==> src/l1Pkg.sv <==
`default_nettype none

package l1Pkg;

    //////////////////////////////
    // detector format constants
    //////////////////////////////

    // circular buffer, one entry per bunch crossing
    localparam int bufferDepth = 512;
    // clocks between hit write and the L1A that fetches it
    localparam int l1Latency = 128;
    // no L1A before the buffer has been filled once
    localparam int startupCycles = 512;
    // periodic mode wraps here, one L1A every 41 clocks
    localparam int periodicCount = 40;

    // prbs word taken from the 31-bit register
    localparam int prbsWidth = 15;
    // alternating pattern, top bit clear
    localparam logic [30:0] prbsSeed = 31'h2AAAAAAA;
    // about 1/40 of the 15-bit range
    localparam int l1aThreshold = 819;

    // readout side
    localparam int queueDepth = 16;
    localparam int creditMax = 4;

    //////////////////////////////
    // vector types
    //////////////////////////////

    // bunch counter, also the buffer address
    typedef logic [8:0] bunchIdT;
    // opaque hit payload
    typedef logic [13:0] hitWordT;
    typedef logic [prbsWidth-1:0] prbsWordT;
    // header or data word on the output
    typedef logic [15:0] frameWordT;
    // accepted event count, wraps at 32
    typedef logic [4:0] eventNumT;

    // hand-over from buffer fetch to framer
    typedef struct packed {
        logic valid;
        bunchIdT bunchId;
        hitWordT hit;
    } l1EventT;

endpackage

`default_nettype wire

==> src/prbs31.sv <==
`timescale 1ns/10ps
`default_nettype none

module prbs31 import l1Pkg::*;
(
    input  logic clkTMR,
    input  logic reset,
    input  logic pause,
    output prbsWordT prbsWord
);

    // fibonacci register, x^31 + x^28 + 1
    logic [30:0] state;
    logic [30:0] nextState;

    //////////////////////////////
    // 15 shift steps per clock
    //////////////////////////////

    always_comb
    begin
        nextState = state;
        // each step shifts left, feedback into bit 0
        for (int i = 0; i < prbsWidth; i++)
        begin
            nextState = {nextState[29:0], nextState[30] ^ nextState[27]};
        end
    end

    always_ff @(posedge clkTMR)
    begin
        if (reset)
        begin
            state <= prbsSeed;
        end
        else if (!pause)
        begin
            state <= nextState;
        end
    end

    // low bits form the random word
    assign prbsWord = state[prbsWidth-1:0];

endmodule

`default_nettype wire

==> src/testL1Generator.sv <==
`timescale 1ns/10ps
`default_nettype none

module testL1Generator import l1Pkg::*;
(
    input  logic clkTMR,
    input  logic reset,
    input  logic triggerDisable,
    input  logic triggerMode,
    output logic l1a
);

    prbsWordT prbsWord;
    logic prbsPause;
    logic countPause;

    // prbs only runs in random mode
    assign prbsPause = triggerDisable | ~triggerMode;
    // periodic counter only runs in periodic mode
    assign countPause = triggerDisable | triggerMode;

    prbs31 prbs31_i
    (
        .clkTMR(clkTMR),
        .reset(reset),
        .pause(prbsPause),
        .prbsWord(prbsWord)
    );

    //////////////////////////////
    // startup holdoff
    //////////////////////////////

    logic [9:0] startCount;
    logic started;

    // counter stops once started is set
    always_ff @(posedge clkTMR)
    begin
        if (reset)
        begin
            startCount <= '0;
            started <= 1'b0;
        end
        else if (!started)
        begin
            startCount <= startCount + 10'd1;
            if (startCount == 10'(startupCycles))
            begin
                started <= 1'b1;
            end
        end
    end

    //////////////////////////////
    // periodic source
    //////////////////////////////

    logic [5:0] trigCount;

    always_ff @(posedge clkTMR)
    begin
        if (reset)
        begin
            trigCount <= '0;
        end
        else if (!countPause)
        begin
            // wrap at terminal value
            if (trigCount == 6'(periodicCount))
            begin
                trigCount <= '0;
            end
            else
            begin
                trigCount <= trigCount + 6'd1;
            end
        end
    end

    // disable only freezes the sources, the compare still stands
    assign l1a = started &
        (triggerMode ? (prbsWord < prbsWordT'(l1aThreshold))
                     : (trigCount == 6'(periodicCount)));

endmodule

`default_nettype wire

==> config.mk <==
export PLATFORM = sky130hd
export DESIGN_NAME = testL1Generator
export DESIGN_NICKNAME = d
export VERILOG_FILES = /design/src/l1Pkg.sv /design/src/prbs31.sv /design/src/testL1Generator.sv
export SDC_FILE = /design/constraint.sdc
export NUM_CORES = 1
export LEC_CHECK = 0
export BUFFER_PORTS_ARGS = -buffer_cell sky130_fd_sc_hd__buf_2
export CORE_MARGIN = 4
export CORE_UTILIZATION = 55
export CTS_CLUSTER_DIAMETER = 120
export DETAILED_ROUTE_END_ITERATION = 16
export GPL_ROUTABILITY_DRIVEN = 0
export PLACE_DENSITY = 0.71
export SYNTH_ARGS = -nofsm -noshare
export SYNTH_HDL_FRONTEND = slang
export SYNTH_SLANG_ARGS = --single-unit
==> constraint.sdc <==
create_clock -name clkTMR -period 1.9 [get_ports clkTMR]
set_input_delay 0.19 -clock clkTMR [delete_from_list [all_inputs] [get_ports clkTMR]]
set_output_delay 0.19 -clock clkTMR [all_outputs]
set_load 0.02 [all_outputs]
==> impl_metrics.csv <==
group,metric,value,unit
clock_network,post_cts_buffers,0,
grt,overflow,0,
grt,grtUsageTotal,16.6,%
timing,worst_slack,0.0987,ns
synth,synth.top_cell.area_share,45.9,%
setup_path,r2r-end,"trigCount[4]$_SDFFE_PP0N_",
setup_path,cp.arrival,1.61,ns
timing,drv_slew,0,
synth,synth_top_area_cell,"dfxtp_1",
synth,ys.flop_type,"dfxtp_1",
setup_path,rr_worst_depth,4,
setup_path,path_buf_inv,2,
setup_path,required,1.71,ns
synth,async_reset_ff_share,0,%
timing,maxSlewHeadroom,71.4,%
place,dp_hpwl,2480,um
hold_path,hold_depth,4,
setup_path,critical_path.max_fanout,3,
clock_network,insertion_delay,0.30,ns
die,fp.dieH,69.7,um
clock_network,cts.clk_slew.worst_paths,0.09,ns
power_and_ir_drop,leakage,0.874,nW
grt,grt_pass1_wl,6460,um
place,place_ws,0.406,ns
timing,hold_ws,0.283,ns
clock_network,cts_hold_repair.buffers,0,
synth,syn-num-nets,246,
routing,drt_wl_total,3830,um
finish,postLayoutCoreUtil,62.3,%
clock_network,cts_htree_levels,2,
finish,fin_nets,249,
place,dp_cells,282,
setup_path,worstSetupPathType,"reg2out",
timing,skew,0.00562,ns
die,die_x,69.7,um
timing,clock.fmax,555,MHz
setup_path,critPathLaunchType,"flip-flop",
synth,synth_common_cells,"dfxtp_1 (48), nand2_1 (37), nor2_1 (28)",
synth,ys_warn_count,0,
finish,antenna_cells,0,
clock_network,clock-sinks,48,
timing,post-route-period-util,94.8,%
setup_path,crit_family,"flip-flops",
synth,yosysMostFrequentCell,"dfxtp_1",
synth,syn_inst,238,
grt,grt_pass1_vias,1433,
hold_path,hold_path_class,"in2reg",
routing,vias,1558,
timing,worst_slew_pin_slew,0.429,ns
finish,layout-drive-gt1-share,10.7,%
grt,grt_max_degree,33,
grt,antenna_found_initial,0,
setup_path,crit_path_max_incr_delay,0.35,ns
clock_network,cts_buffers,5,
routing,avgViaCountPerCell,5.37,
synth,avgSynthCellArea,8.80,um^2
synth,synth_cell_type_count,36,
synth,ys_ff_latch,48,
setup_path,reg2reg_slack,0.43,ns
timing,hold_viol,0,
timing,finalSetupTns,0,ns
power_and_ir_drop,cellPowerDensity,838,mW/mm^2
routing,dr.pass1.iters,4,
synth,synthTopCellsByArea,"dfxtp_1 (46%), xnor2_1 (7.5%), nand2_1 (6.6%)",
timing,setup_viol,0,
clock_network,ctsResizeCount,0,
routing,drt_iter0_drc,87,
synth,synth_area,0.00209,mm^2
hold_path,hold_start,"triggerDisable",
setup_path,cp_cell_sequence,"nor4_2 -> a2111oi_2 -> buf_4 -> o21ai_0 -> buf_2",
flow_run,drv_cap,0,
finish,syn2layout_area_growth,8.91,%
setup_path,end_kind,"primary output",
die,placeableCoreArea,0.00366,mm^2
finish,fin_cells,290,
die,start_util,57.2,%
place,io_buffers,4,
setup_path,slowest_stage,"dfxtp_1",
clock_network,cts-root-buf,"clkbuf_8",
die,num_rows,22,
die,io-pin-count,5,
routing,drc,0,
finish,regArea,962,um^2
routing,postRouteAntennaNets,0,
clock_network,cts_tree,"yes",
die,dieArea,0.00486,mm^2
synth,synth_edf_count,0,
timing,min_period,1.80,ns
synth,seq_area_frac_synth,45.9,%
power_and_ir_drop,peakVddDrop,516,uV
status,status,"complete, no violations",
finish,multiInputGateArea,0.00107,mm^2
finish,fill_cells,336,
hold_path,hold-path-endpoint,"trigCount[1]$_SDFFE_PP0N_",
routing,wl_per_cell,13.2,um
clock_network,clockBufferDepth,2,
setup_path,rr_startpoint,"trigCount[0]$_SDFFE_PP0N_",
[cell usage in the layout, fill, tap and decap left out, types with 3 or more instances in the layout]
master    netlist  layout
a211o_1         7       7
inv_1           7       7
xnor2_1        18      18
nor2_1         28      28
a21oi_1        16      16
dfxtp_1        48      47
buf_4           0       4
or3_1           6       6
nand3b_1        8       8
o21ai_0         8       8
nand2_1        37      37
a211oi_1        9       9
ha_1            4       4
buf_2           5       4
xor2_1          3       3
clkbuf_8        0       5
[how the worst max path moves through the flow]
| stage | startpoint | end | slack (ns) | depth (start not counted) |
|---|---|---|---|---|
| final | prbs31_i.state[2]$_SDFFE_PP0N_ | l1a | 0.1 | 5 |
| after global routing | prbs31_i.state[2]$_SDFFE_PP0N_ | l1a | -0.004 | 5 |
| after CTS | trigCount[1]$_SDFFE_PP0N_ | l1a | 0.06 | 6 |
| after detailed placement | trigCount[0]$_SDFFE_PP0N_ | l1a | 0.41 | 6 |
| after global placement | prbs31_i.state[1]$_SDFFE_PP1N_ | l1a | 0.41 | 5 |
| after floorplan | started$_SDFF_PP0_ | startCount[9]$_SDFFE_PP0N_ | 0.52 | 4 |
[report_power, final]
| group | internal (mW) | total, mW | switching (mW) |
|---|---|---|---|
| registers | 1.06 | 1.12 | 0.0600 |
| logic | 0.0954 | 0.188 | 0.0922 |
| clock network | 0.257 | 0.602 | 0.345 |
[sequential cells by signal, summed over array words and instances, names as in the netlist]
signal and count:
prbs31_i.state 31, startCount 10, started 1, trigCount 6
[layout make-up]
class,instances,share of cell area (%)
clock inverters,3,0.823
flip-flops and latches,48,42.2
well taps,48,2.63
clock buffers,5,3.02
repair buffers,9,3.07
multi-input cells,170,47.1
inverters,7,1.15
[cell families after synthesis]
family                   count (synthesis)  synth area share [%]
AND/OR/NAND/NOR                         99                  24.1
flip-flops                              48                  45.9
AO/OA/AOI/OAI                           44                  13.5
XOR/XNOR                                21                  8.79
buffers and inverters                   20                  4.24
adder cells (fa/ha/maj)                  4                  2.39
multiplexers                             2                  1.02
[layer usage]
layer | global-route usage [%] | share of wire (%)
met3 | 5.65 | 2.8
met2 | 25.2 | 46
met4 | 8.09 | 2.6
met1 | 21.0 | 48
met5 | 0 | 0
[stage by stage]
stage	cell area, um^2	power (mW)
2_1_floorplan	2090	1.28
3_3_place_gp	2160	1.32
3_5_place_dp	2160	1.33
4_1_cts	2250	1.93
5_1_grt	2280	2.01
6_report	2280	1.91
[worst min-delay path, cell delays in order]
cell and delay, ns:
buf_2 0.13, nor2_1 0.10, nand2_1 0.08, a21oi_1 0.05
Note: power is estimated with default switching activity, not from simulation.
